==> src/rtl/chanlink_pkg.sv <==
package chanlink_pkg;

	//////////////////////////////////////////////////
	// Widths and word types
	//////////////////////////////////////////////////
	localparam int SAMPLE_W = 12;

	typedef logic [SAMPLE_W-1:0] sample_t;   // ADC sample
	typedef logic [15:0]         link_word_t;
	typedef logic [14:0]         crc_t;
	typedef logic [SAMPLE_W:0]   crc_data_t; // Zero plus sample
	typedef logic [6:0]          seq_t;      // Word index in frame
	typedef logic [23:0]         l1a_cnt_t;
	typedef logic [4:0]          occ_t;      // L1A buffer fill level

	localparam int EVT_FIFO_W = SAMPLE_W + 2;           // Multi-overlap, overlap, sample
	localparam int L1A_FIFO_W = $bits(l1a_cnt_t) + 1;   // Phase, trigger number
	localparam int EVT_DEPTH  = 256;
	localparam int L1A_DEPTH  = 16;

	//////////////////////////////////////////////////
	// Frame layout
	//////////////////////////////////////////////////
	localparam seq_t FRAME_DATA_WORDS = 7'd96;
	localparam seq_t FRAME_LAST_SEQ   = 7'd99;
	localparam seq_t CRC_SEQ          = 7'd96;
	localparam seq_t MARKER_SEQ       = 7'd97;
	localparam seq_t INFO_SEQ         = 7'd98;
	localparam seq_t FILL_SEQ         = 7'd99;

	localparam link_word_t MARKER_WORD = 16'h700C;
	localparam link_word_t FILL_WORD   = 16'h7FFF;
	localparam logic [3:0] INFO_TAG    = 4'h7;

	localparam seq_t PHASE_WIN_FIRST = 7'd72;   // Trigger phase on serial bit
	localparam seq_t PHASE_WIN_LAST  = 7'd77;
	localparam seq_t SAMP_WIN_FIRST  = 7'd90;   // Sixteen-sample flag on serial bit
	localparam seq_t SAMP_WIN_LAST   = 7'd95;
	localparam logic [6:0] SAMP_SIXTEEN = 7'h0F;

	typedef enum logic [2:0] {
		IDLE,
		START,
		DATA,
		TRAILER,
		DONE
	} frame_state_t;

	// One step of the 15-bit frame CRC over a 13-bit word
	function automatic crc_t crc15_d13(input crc_data_t d, input crc_t c);
		crc_t n;
		n[0]  = d[0] ^ c[2];
		n[1]  = d[0] ^ d[1] ^ c[2] ^ c[3];
		n[2]  = d[1] ^ d[2] ^ c[3] ^ c[4];
		n[3]  = d[2] ^ d[3] ^ c[4] ^ c[5];
		n[4]  = d[3] ^ d[4] ^ c[5] ^ c[6];
		n[5]  = d[4] ^ d[5] ^ c[6] ^ c[7];
		n[6]  = d[5] ^ d[6] ^ c[7] ^ c[8];
		n[7]  = d[6] ^ d[7] ^ c[8] ^ c[9];
		n[8]  = d[7] ^ d[8] ^ c[9] ^ c[10];
		n[9]  = d[8] ^ d[9] ^ c[10] ^ c[11];
		n[10] = d[9] ^ d[10] ^ c[11] ^ c[12];
		n[11] = d[10] ^ d[11] ^ c[12] ^ c[13];
		n[12] = d[11] ^ d[12] ^ c[13] ^ c[14];
		n[13] = d[12] ^ c[14] ^ c[0];
		n[14] = c[1];
		return n;
	endfunction

endpackage

==> src/rtl/sync_fifo.sv <==
module sync_fifo #(
	parameter int DATA_W = 8,
	parameter int DEPTH  = 16
) (
	input  logic                       RCLK,
	input  logic                       RST_RESYNC,
	input  logic                       push_i,
	input  logic                       pop_i,
	input  logic [DATA_W-1:0]          data_i,
	output logic [DATA_W-1:0]          data_o,
	output logic                       empty_o,
	output logic [$clog2(DEPTH+1)-1:0] level_o
);

	localparam int PTR_W = $clog2(DEPTH);

	logic [DATA_W-1:0] mem [DEPTH];
	logic [PTR_W-1:0]  wr_ptr;
	logic [PTR_W-1:0]  rd_ptr;
	logic              do_push;
	logic              do_pop;

	assign empty_o = (level_o == '0);
	assign do_push = push_i && (level_o != DEPTH[$clog2(DEPTH+1)-1:0]);   // Drop when full
	assign do_pop  = pop_i && !empty_o;                                  // Drop when empty

	// Show-ahead head, zero while empty
	assign data_o = empty_o ? '0 : mem[rd_ptr];

	always_ff @(posedge RCLK) begin
		if (do_push) begin
			mem[wr_ptr] <= data_i;
		end
	end

	always_ff @(posedge RCLK or posedge RST_RESYNC) begin
		if (RST_RESYNC) begin
			wr_ptr  <= '0;
			rd_ptr  <= '0;
			level_o <= '0;
		end
		else begin
			if (do_push) begin
				wr_ptr <= wr_ptr + 1'b1;   // Wraps at DEPTH
			end
			if (do_pop) begin
				rd_ptr <= rd_ptr + 1'b1;
			end
			case ({do_push, do_pop})
				2'b10:   level_o <= level_o + 1'b1;
				2'b01:   level_o <= level_o - 1'b1;
				default: level_o <= level_o;
			endcase
		end
	end

endmodule

==> src/rtl/seq_counter.sv <==
module seq_counter (
	input  logic               RCLK,
	input  logic               RST_RESYNC,
	input  logic               clear_i,
	input  logic               step_i,
	output chanlink_pkg::seq_t seq_o,
	output logic               data_end_o,
	output logic               frame_end_o
);

	always_ff @(posedge RCLK or posedge RST_RESYNC) begin
		if (RST_RESYNC) begin
			seq_o <= '0;
		end
		else if (clear_i) begin
			seq_o <= '0;            // New frame
		end
		else if (step_i) begin
			seq_o <= seq_o + 1'b1;
		end
	end

	// Frame boundaries seen by the FSM
	assign data_end_o  = (seq_o == chanlink_pkg::FRAME_DATA_WORDS - 7'd1);
	assign frame_end_o = (seq_o == chanlink_pkg::FRAME_LAST_SEQ);

endmodule

==> src/rtl/frame_sequencer.sv <==
module frame_sequencer (
	input  logic       RCLK,
	input  logic       RST_RESYNC,
	input  logic [8:0] evt_level_i,
	input  logic       l1a_empty_i,
	input  logic       data_end_i,
	input  logic       frame_end_i,
	output logic       rd_o,
	output logic       retire_o,
	output logic       clr_crc_o,
	output logic       valid_o,
	output logic       seq_clear_o,
	output logic       seq_step_o
);

	chanlink_pkg::frame_state_t state;
	chanlink_pkg::frame_state_t state_nxt;

	always_ff @(posedge RCLK or posedge RST_RESYNC) begin
		if (RST_RESYNC) begin
			state <= chanlink_pkg::IDLE;
		end
		else begin
			state <= state_nxt;
		end
	end

	always_comb begin
		state_nxt = state;
		case (state)
			chanlink_pkg::IDLE: begin
				// Need a trigger record and a whole frame of samples
				if (!l1a_empty_i && (evt_level_i >= chanlink_pkg::FRAME_DATA_WORDS)) begin
					state_nxt = chanlink_pkg::START;
				end
			end
			chanlink_pkg::START: state_nxt = chanlink_pkg::DATA;
			chanlink_pkg::DATA: begin
				if (data_end_i) begin
					state_nxt = chanlink_pkg::TRAILER;
				end
			end
			chanlink_pkg::TRAILER: begin
				if (frame_end_i) begin
					state_nxt = chanlink_pkg::DONE;
				end
			end
			chanlink_pkg::DONE: state_nxt = chanlink_pkg::IDLE;
			default: state_nxt = chanlink_pkg::IDLE;
		endcase
	end

	//////////////////////////////////////////////////
	// State decoded strobes
	//////////////////////////////////////////////////
	assign rd_o        = (state == chanlink_pkg::DATA);    // Pop one sample per word
	assign valid_o     = (state == chanlink_pkg::DATA) || (state == chanlink_pkg::TRAILER);
	assign clr_crc_o   = (state == chanlink_pkg::START);
	assign seq_clear_o = (state == chanlink_pkg::START);
	assign seq_step_o  = valid_o;
	assign retire_o    = (state == chanlink_pkg::DONE);    // Frees the trigger record

endmodule

==> src/rtl/frame_builder.sv <==
module frame_builder (
	input  logic                     RCLK,
	input  logic                     RST_RESYNC,
	input  chanlink_pkg::sample_t    sample_i,
	input  logic                     ovrlp_i,
	input  logic                     mlt_ovlp_i,
	input  chanlink_pkg::l1a_cnt_t   l1a_cnt_i,
	input  logic                     l1a_phase_i,
	input  chanlink_pkg::occ_t       occ_i,
	input  logic                     warn_i,
	input  logic [6:0]               samp_max_i,
	input  chanlink_pkg::seq_t       seq_i,
	input  logic                     valid_i,
	input  logic                     retire_i,
	input  logic                     clr_crc_i,
	output chanlink_pkg::link_word_t dout_o,
	output logic                     dvalid_o,
	output logic                     last_wrd_o,
	output logic                     ovlp_mux_o,
	output logic                     mlt_ovlp_o
);

	chanlink_pkg::link_word_t fullwrd;   // Stage 1
	chanlink_pkg::seq_t       seq1;
	logic                     valid1;
	logic                     ovlp_bit;
	logic                     mlt1;
	chanlink_pkg::crc_t       crc;
	chanlink_pkg::link_word_t frame;     // Stage 2
	logic                     valid2;
	logic                     ovlp_frm;
	logic                     mlt2;
	logic                     retire_r;
	logic                     serial;
	logic                     data_wrd1;

	// Serial bit windows
	always_comb begin
		if ((seq_i >= chanlink_pkg::PHASE_WIN_FIRST) && (seq_i <= chanlink_pkg::PHASE_WIN_LAST)) begin
			serial = l1a_phase_i;
		end
		else if ((seq_i >= chanlink_pkg::SAMP_WIN_FIRST) && (seq_i <= chanlink_pkg::SAMP_WIN_LAST)) begin
			serial = (samp_max_i == chanlink_pkg::SAMP_SIXTEEN);
		end
		else begin
			serial = 1'b0;
		end
	end

	assign data_wrd1 = valid1 && (seq1 < chanlink_pkg::FRAME_DATA_WORDS);

	//////////////////////////////////////////////////
	// Stage 1, link word and CRC
	//////////////////////////////////////////////////
	always_ff @(posedge RCLK) begin
		fullwrd  <= {1'b0, ~ovrlp_i, serial, 1'b0, sample_i};
		seq1     <= seq_i;
		ovlp_bit <= ovrlp_i;
	end

	always_ff @(posedge RCLK or posedge RST_RESYNC) begin
		if (RST_RESYNC) begin
			valid1 <= 1'b0;
			mlt1   <= 1'b0;
		end
		else begin
			valid1 <= valid_i;
			mlt1   <= mlt_ovlp_i;
		end
	end

	always_ff @(posedge RCLK or posedge RST_RESYNC) begin
		if (RST_RESYNC) begin
			crc <= '0;
		end
		else if (clr_crc_i) begin
			crc <= '0;   // Frame start
		end
		else if (data_wrd1) begin
			crc <= chanlink_pkg::crc15_d13({1'b0, fullwrd[chanlink_pkg::SAMPLE_W-1:0]}, crc);
		end
	end

	//////////////////////////////////////////////////
	// Stage 2, trailer insertion
	//////////////////////////////////////////////////
	always_ff @(posedge RCLK) begin
		case (seq1)
			chanlink_pkg::CRC_SEQ:    frame <= {1'b0, crc};
			chanlink_pkg::MARKER_SEQ: frame <= chanlink_pkg::MARKER_WORD;
			chanlink_pkg::INFO_SEQ:   frame <= {chanlink_pkg::INFO_TAG, l1a_cnt_i[5:0], occ_i, warn_i};
			chanlink_pkg::FILL_SEQ:   frame <= chanlink_pkg::FILL_WORD;
			default:                  frame <= fullwrd;
		endcase
	end

	always_ff @(posedge RCLK or posedge RST_RESYNC) begin
		if (RST_RESYNC) begin
			valid2   <= 1'b0;
			ovlp_frm <= 1'b0;
			mlt2     <= 1'b0;
			retire_r <= 1'b0;
		end
		else begin
			valid2   <= valid1;
			mlt2     <= mlt1;
			retire_r <= retire_i;
			if (data_wrd1) begin
				ovlp_frm <= ~ovlp_bit;   // Held through the trailer
			end
		end
	end

	//////////////////////////////////////////////////
	// Stage 3, outputs
	//////////////////////////////////////////////////
	always_ff @(posedge RCLK) begin
		dout_o <= frame;
	end

	always_ff @(posedge RCLK or posedge RST_RESYNC) begin
		if (RST_RESYNC) begin
			dvalid_o   <= 1'b0;
			ovlp_mux_o <= 1'b0;
			mlt_ovlp_o <= 1'b0;
			last_wrd_o <= 1'b0;
		end
		else begin
			dvalid_o   <= valid2;
			ovlp_mux_o <= ovlp_frm;
			mlt_ovlp_o <= mlt2;
			last_wrd_o <= retire_r;   // Lines up with fill word
		end
	end

endmodule

==> src/rtl/chanlink_readout.sv <==
module chanlink_readout (
	input  logic                     RCLK,
	input  logic                     RST_RESYNC,
	input  logic                     wren_i,
	input  chanlink_pkg::sample_t    wdata_i,
	input  logic                     ovrlp_i,
	input  logic                     mlt_ovlp_i,
	input  logic                     l1a_wrt_en_i,
	input  logic                     l1a_match_i,
	input  chanlink_pkg::l1a_cnt_t   l1a_cnt_i,
	input  logic                     l1a_phase_i,
	input  logic                     warn_i,
	input  logic [6:0]               samp_max_i,
	output chanlink_pkg::link_word_t dout_o,
	output logic                     dvalid_o,
	output logic                     last_wrd_o,
	output logic                     ovlp_mux_o,
	output logic                     mlt_ovlp_o
);

	chanlink_pkg::sample_t  evt_sample;   // Event buffer head
	logic                   evt_ovrlp;
	logic                   evt_mlt;
	logic [8:0]             evt_level;
	chanlink_pkg::l1a_cnt_t l1a_num;      // L1A buffer head
	logic                   l1a_phs;
	logic                   l1a_empty;
	chanlink_pkg::occ_t     l1a_occ;
	logic                   rd;
	logic                   retire;
	logic                   clr_crc;
	logic                   valid;
	logic                   seq_clear;
	logic                   seq_step;
	chanlink_pkg::seq_t     seq;
	logic                   data_end;
	logic                   frame_end;

	sync_fifo #(
		.DATA_W (chanlink_pkg::EVT_FIFO_W),
		.DEPTH  (chanlink_pkg::EVT_DEPTH)
	) i_evt_buf (
		.RCLK       (RCLK),
		.RST_RESYNC (RST_RESYNC),
		.push_i     (wren_i),
		.pop_i      (rd),
		.data_i     ({mlt_ovlp_i, ovrlp_i, wdata_i}),
		.data_o     ({evt_mlt, evt_ovrlp, evt_sample}),
		.empty_o    (),
		.level_o    (evt_level)
	);

	sync_fifo #(
		.DATA_W (chanlink_pkg::L1A_FIFO_W),
		.DEPTH  (chanlink_pkg::L1A_DEPTH)
	) i_l1a_buf (
		.RCLK       (RCLK),
		.RST_RESYNC (RST_RESYNC),
		.push_i     (l1a_wrt_en_i & l1a_match_i),   // Unmatched triggers dropped
		.pop_i      (retire),
		.data_i     ({l1a_phase_i, l1a_cnt_i}),
		.data_o     ({l1a_phs, l1a_num}),
		.empty_o    (l1a_empty),
		.level_o    (l1a_occ)
	);

	frame_sequencer i_frame_sequencer (
		.RCLK        (RCLK),
		.RST_RESYNC  (RST_RESYNC),
		.evt_level_i (evt_level),
		.l1a_empty_i (l1a_empty),
		.data_end_i  (data_end),
		.frame_end_i (frame_end),
		.rd_o        (rd),
		.retire_o    (retire),
		.clr_crc_o   (clr_crc),
		.valid_o     (valid),
		.seq_clear_o (seq_clear),
		.seq_step_o  (seq_step)
	);

	seq_counter i_seq_counter (
		.RCLK        (RCLK),
		.RST_RESYNC  (RST_RESYNC),
		.clear_i     (seq_clear),
		.step_i      (seq_step),
		.seq_o       (seq),
		.data_end_o  (data_end),
		.frame_end_o (frame_end)
	);

	frame_builder i_frame_builder (
		.RCLK        (RCLK),
		.RST_RESYNC  (RST_RESYNC),
		.sample_i    (evt_sample),
		.ovrlp_i     (evt_ovrlp),
		.mlt_ovlp_i  (evt_mlt),
		.l1a_cnt_i   (l1a_num),
		.l1a_phase_i (l1a_phs),
		.occ_i       (l1a_occ),
		.warn_i      (warn_i),
		.samp_max_i  (samp_max_i),
		.seq_i       (seq),
		.valid_i     (valid),
		.retire_i    (retire),
		.clr_crc_i   (clr_crc),
		.dout_o      (dout_o),
		.dvalid_o    (dvalid_o),
		.last_wrd_o  (last_wrd_o),
		.ovlp_mux_o  (ovlp_mux_o),
		.mlt_ovlp_o  (mlt_ovlp_o)
	);

endmodule

==> config.mk <==
export PLATFORM = sky130hd
export DESIGN_NAME = chanlink_readout
export DESIGN_NICKNAME = d
export VERILOG_FILES = /design/src/rtl/chanlink_pkg.sv /design/src/rtl/sync_fifo.sv /design/src/rtl/seq_counter.sv /design/src/rtl/frame_sequencer.sv /design/src/rtl/frame_builder.sv /design/src/rtl/chanlink_readout.sv
export SDC_FILE = /design/constraint.sdc
export NUM_CORES = 2
export LEC_CHECK = 0
export BUFFER_PORTS_ARGS = -buffer_cell sky130_fd_sc_hd__buf_2
export CELL_PAD_IN_SITES_DETAIL_PLACEMENT = 0
export CELL_PAD_IN_SITES_GLOBAL_PLACEMENT = 2
export CORE_AREA = 2 2 619 621
export DETAILED_ROUTE_END_ITERATION = 6
export DIE_AREA = 0 0 621 623
export PLACE_DENSITY_LB_ADDON = 0.25
export SYNTH_ARGS = -nofsm -noshare
export SYNTH_HDL_FRONTEND = slang
export SYNTH_SLANG_ARGS = --single-unit
==> constraint.sdc <==
create_clock -name RCLK -period 4.15 [get_ports RCLK]
set_clock_uncertainty 0.2 [all_clocks]
set_input_delay 0.415 -clock RCLK [delete_from_list [all_inputs] [get_ports RCLK]]
set_output_delay 0.415 -clock RCLK [all_outputs]
set_load 0.02 [all_outputs]
==> run summary <==
status - finished, final reports clean
GRT overflow - 0
largest net degree at the start of global routing - 153
row count - 227
register area share after synthesis - 77.1%
Synth Area per Inst - 21.7 um^2
Main synth FF type - edfxtp_1
Worst-path clk slew - 0.06 ns
die area - 387000 um^2
Die Span X - 621 um
worst hold path stage count - 0
H-tree levels - 5
setup slack, reg-to-reg - 0.11 ns
top-count cell post-synth - edfxtp_1
max-slew violations - 0
CTS Buffer Depth - 4
Post-DRT Antenna Nets - 0
slew at the pin with the worst max-slew slack - 1.35 ns
initial antenna violation count - 34
vias in the first global route - 74500
area share of the largest cell type after synthesis - 75.2%
Slew headroom - 10.0%
count of final setup violators - 0
CTS root buf - clkbuf_16
Worst VDD drop - 0.451 mV
final hold violation count - 0
final core utilization - 45.0%
Worst Path Arrival - 4.69 ns
Starting Density - 38.8%
Final min period - 4.04 ns
Core ar. - 381000 um^2
Cell variety after synth - 83
GRT Util Overall - 22.1%
crit path launch type - flop
Wirelength per Cell - 33.5 um
Post-synth EDFFs - 3696
Layout Cells excl Fill - 12900
Area after DPL - 158000 um^2
Synth async-reset ratio - 1.91%
YS warnings - 0
IO Pins - 72
Worst-Skew Late Latency - 0.97 ns
CTS tree - built
Tcrit/Tclk final - 97.3%
Die H - 623 um
CP Max Fanout - 21
clock buffer count from CTS - 400
first-pass GRT wire length - 602 mm
hold_sp - i_frame_builder.frame[14]$_DFF_P_
length of the first detailed-routing pass in iterations - 5
routed via count - 73600
Initial DRC Count - 8660
Port Buffers - 52
Mapped Nets - 6862
RR Endpoint - i_frame_builder.fullwrd[9]$_SDFF_PP0_
share of layout cells above drive strength 1 - 29.3%
Setup TNS Final - 0 ns
worst hold path class - reg -> reg
Reg2Reg Depth - 10
PD cells - 669 nW/um^2
Post-layout nets - 7617
post-layout worst setup margin - 0.110 ns
synthesis-to-layout area growth - 16.1%
DRT Wirelength - 433 mm
worst hold path endpoint - i_frame_builder.dout_o[14]$_DFF_P_
Crit Reg-Reg Startpoint - i_evt_buf.rd_ptr[2]$_DFFE_PP0P_
Gate Count Post-Synth - 6789
Static Leakage - 54.7 nW
Crit. End Element - flop
kind of critical path - reg -> reg
Commonest cells post-synth - edfxtp_1 (3696), mux4_2 (950), nor2_1 (391)
unrepaired setup endpoints after global routing - no
Inst Count DP - 12200
fin area - 171000 um^2
dpl hpwl - 271 mm
Synth area leaders - edfxtp_1 (75%), mux4_2 (14%), mux2i_1 (1.4%)
Max Cap Viol - 0
Cell Area, Synth - 148000 um^2
Max Freq - 248 MHz
Residual DRC - 0
vias per inst - 5.70
Seq cells post-synth - 3821
critical path required time - 4.80 ns
DP Worst Slack - 0.0133 ns
RePlAce Congestion - 0.829
clk sinks - 3821
Yosys top cell by area - edfxtp_1
-- cells in the final DEF (no fill, tap or decap), drive strengths merged, types with 8 or more instances in the layout --
cell | synthesis | layout
edfxtp | 3696 | 3696
mux4 | 950 | 950
buf | 226 | 712
clkbuf | 165 | 500
nor2 | 391 | 391
nand2 | 219 | 219
mux2i | 209 | 209
clkinv | 1 | 185
a21oi | 107 | 107
dfrtp | 73 | 73
o21ai | 71 | 71
o221ai | 61 | 61
dfxtp | 52 | 52
xnor2 | 47 | 47
a221oi | 46 | 46
a22oi | 45 | 45
a211oi | 37 | 37
inv | 24 | 36
o22ai | 35 | 35
bufinv | 0 | 35
nor3 | 34 | 34
dlygate4sd3 | 0 | 30
nand3 | 28 | 28
nor2b | 22 | 22
mux2 | 21 | 21
ha | 20 | 20
xor2 | 19 | 19
a31oi | 17 | 17
or3 | 14 | 14
nand2b | 11 | 11
a22o | 11 | 11
nor4 | 9 | 9
o211ai | 9 | 9
nor3b | 9 | 9
diode | 0 | 8
clkinvlp | 0 | 8
and2 | 8 | 8
-- power breakdown --
group          switching, mW  total [mW]  internal [mW]  leakage, nW
sequential              1.06        44.3           43.3         34.5
clock                   15.0        35.3           20.3         6.29
combinational           20.7        35.1           14.3         13.9
-- layer usage --
metal	GRT usage (%)	wire length (um)	vias up
li1	-	-	30000
met1	30.7	180000	40100
met2	35.6	207000	2890
met3	3.89	31500	621
met4	6.80	14600	16
met5	0	105	-
-- critical path, stage by stage (launching register included) --
cell     delay, ns
dfrtp_4       0.73
buf_4         0.23
inv_6         0.12
nor2_1        0.41
buf_4         0.34
a31oi_1       0.32
a41oi_1       0.38
o21ai_0       0.40
buf_4         0.30
o21a_1        0.18
a221o_1       0.26
-- area by class of cell --
type | instances | area, um^2
Inverter | 25 | 111
Clock buffer | 498 | 10600
Multi-Input combinational cell | 2552 | 31600
Sequential cell | 3821 | 114000
Tap cell | 5038 | 6300
Fill cell | 32100 | 209000
Antenna cell | 8 | 20.0
Timing Repair Buffer | 744 | 6680
Clock inverter | 239 | 2190
-- state kept, by name, indices dropped and copies added, names as in the netlist, 9 cells and up --
register / flops
i_evt_buf.level_o: 9
i_evt_buf.mem: 3584
i_frame_builder.crc: 15
i_frame_builder.fullwrd: 14
i_frame_builder.frame: 15
i_l1a_buf.mem: 112
i_frame_builder.dout_o: 15
-- worst max path at each step --
stage / endpoint / from / depth (start not counted) / slack, ns
5_1_grt: i_evt_buf.mem[229][13]$_DFFE_PP_ / i_evt_buf.level_o[3]$_DFFE_PP0P_ / 9 / 0.01
6_report: i_frame_builder.fullwrd[9]$_SDFF_PP0_ / i_evt_buf.rd_ptr[2]$_DFFE_PP0P_ / 10 / 0.11
3_5_place_dp: i_frame_builder.fullwrd[10]$_SDFF_PP0_ / i_evt_buf.rd_ptr[1]$_DFFE_PP0P_ / 10 / 0.01
4_1_cts: i_frame_builder.fullwrd[10]$_SDFF_PP0_ / i_evt_buf.rd_ptr[1]$_DFFE_PP0P_ / 10 / 0.002
2_1_floorplan: i_evt_buf.level_o[8]$_DFFE_PP0P_ / i_evt_buf.level_o[5]$_DFFE_PP0P_ / 16 / 0.04
3_3_place_gp: i_frame_builder.fullwrd[10]$_SDFF_PP0_ / i_evt_buf.rd_ptr[1]$_DFFE_PP0P_ / 10 / 0.06
-- repair_timing --
action,4_1_cts,5_1_grt
endpoints found under the hold margin,1365,0
buffers inserted,0,0
gates resized for setup,0,2
hold buffers,30,0
setup endpoints to repair,0,2
-- cell families (layout without fill, tap and decap cells) --
group | Yosys count | in the layout | synth area share [%]
flops | 3821 | 3821 | 77.1
mux | 1180 | 1180 | 16.1
simple gates | 776 | 776 | 2.24
compound gates | 508 | 508 | 2.40
buf+inv | 416 | 1506 | 1.57
xor+xnor | 66 | 66 | 0.392
fa+ha+maj | 21 | 21 | 0.183
other cells | 1 | 9 | 0.00254
-- per-stage QoR --
step                power (mW)  hold slack [ns]
global route               118            0.132
floorplan                 64.7            0.110
CTS                        116           0.0919
finish                     115            0.116
detailed placement        80.5            0.112
global placement          80.4            0.116
(Power assumes the default switching activity.)
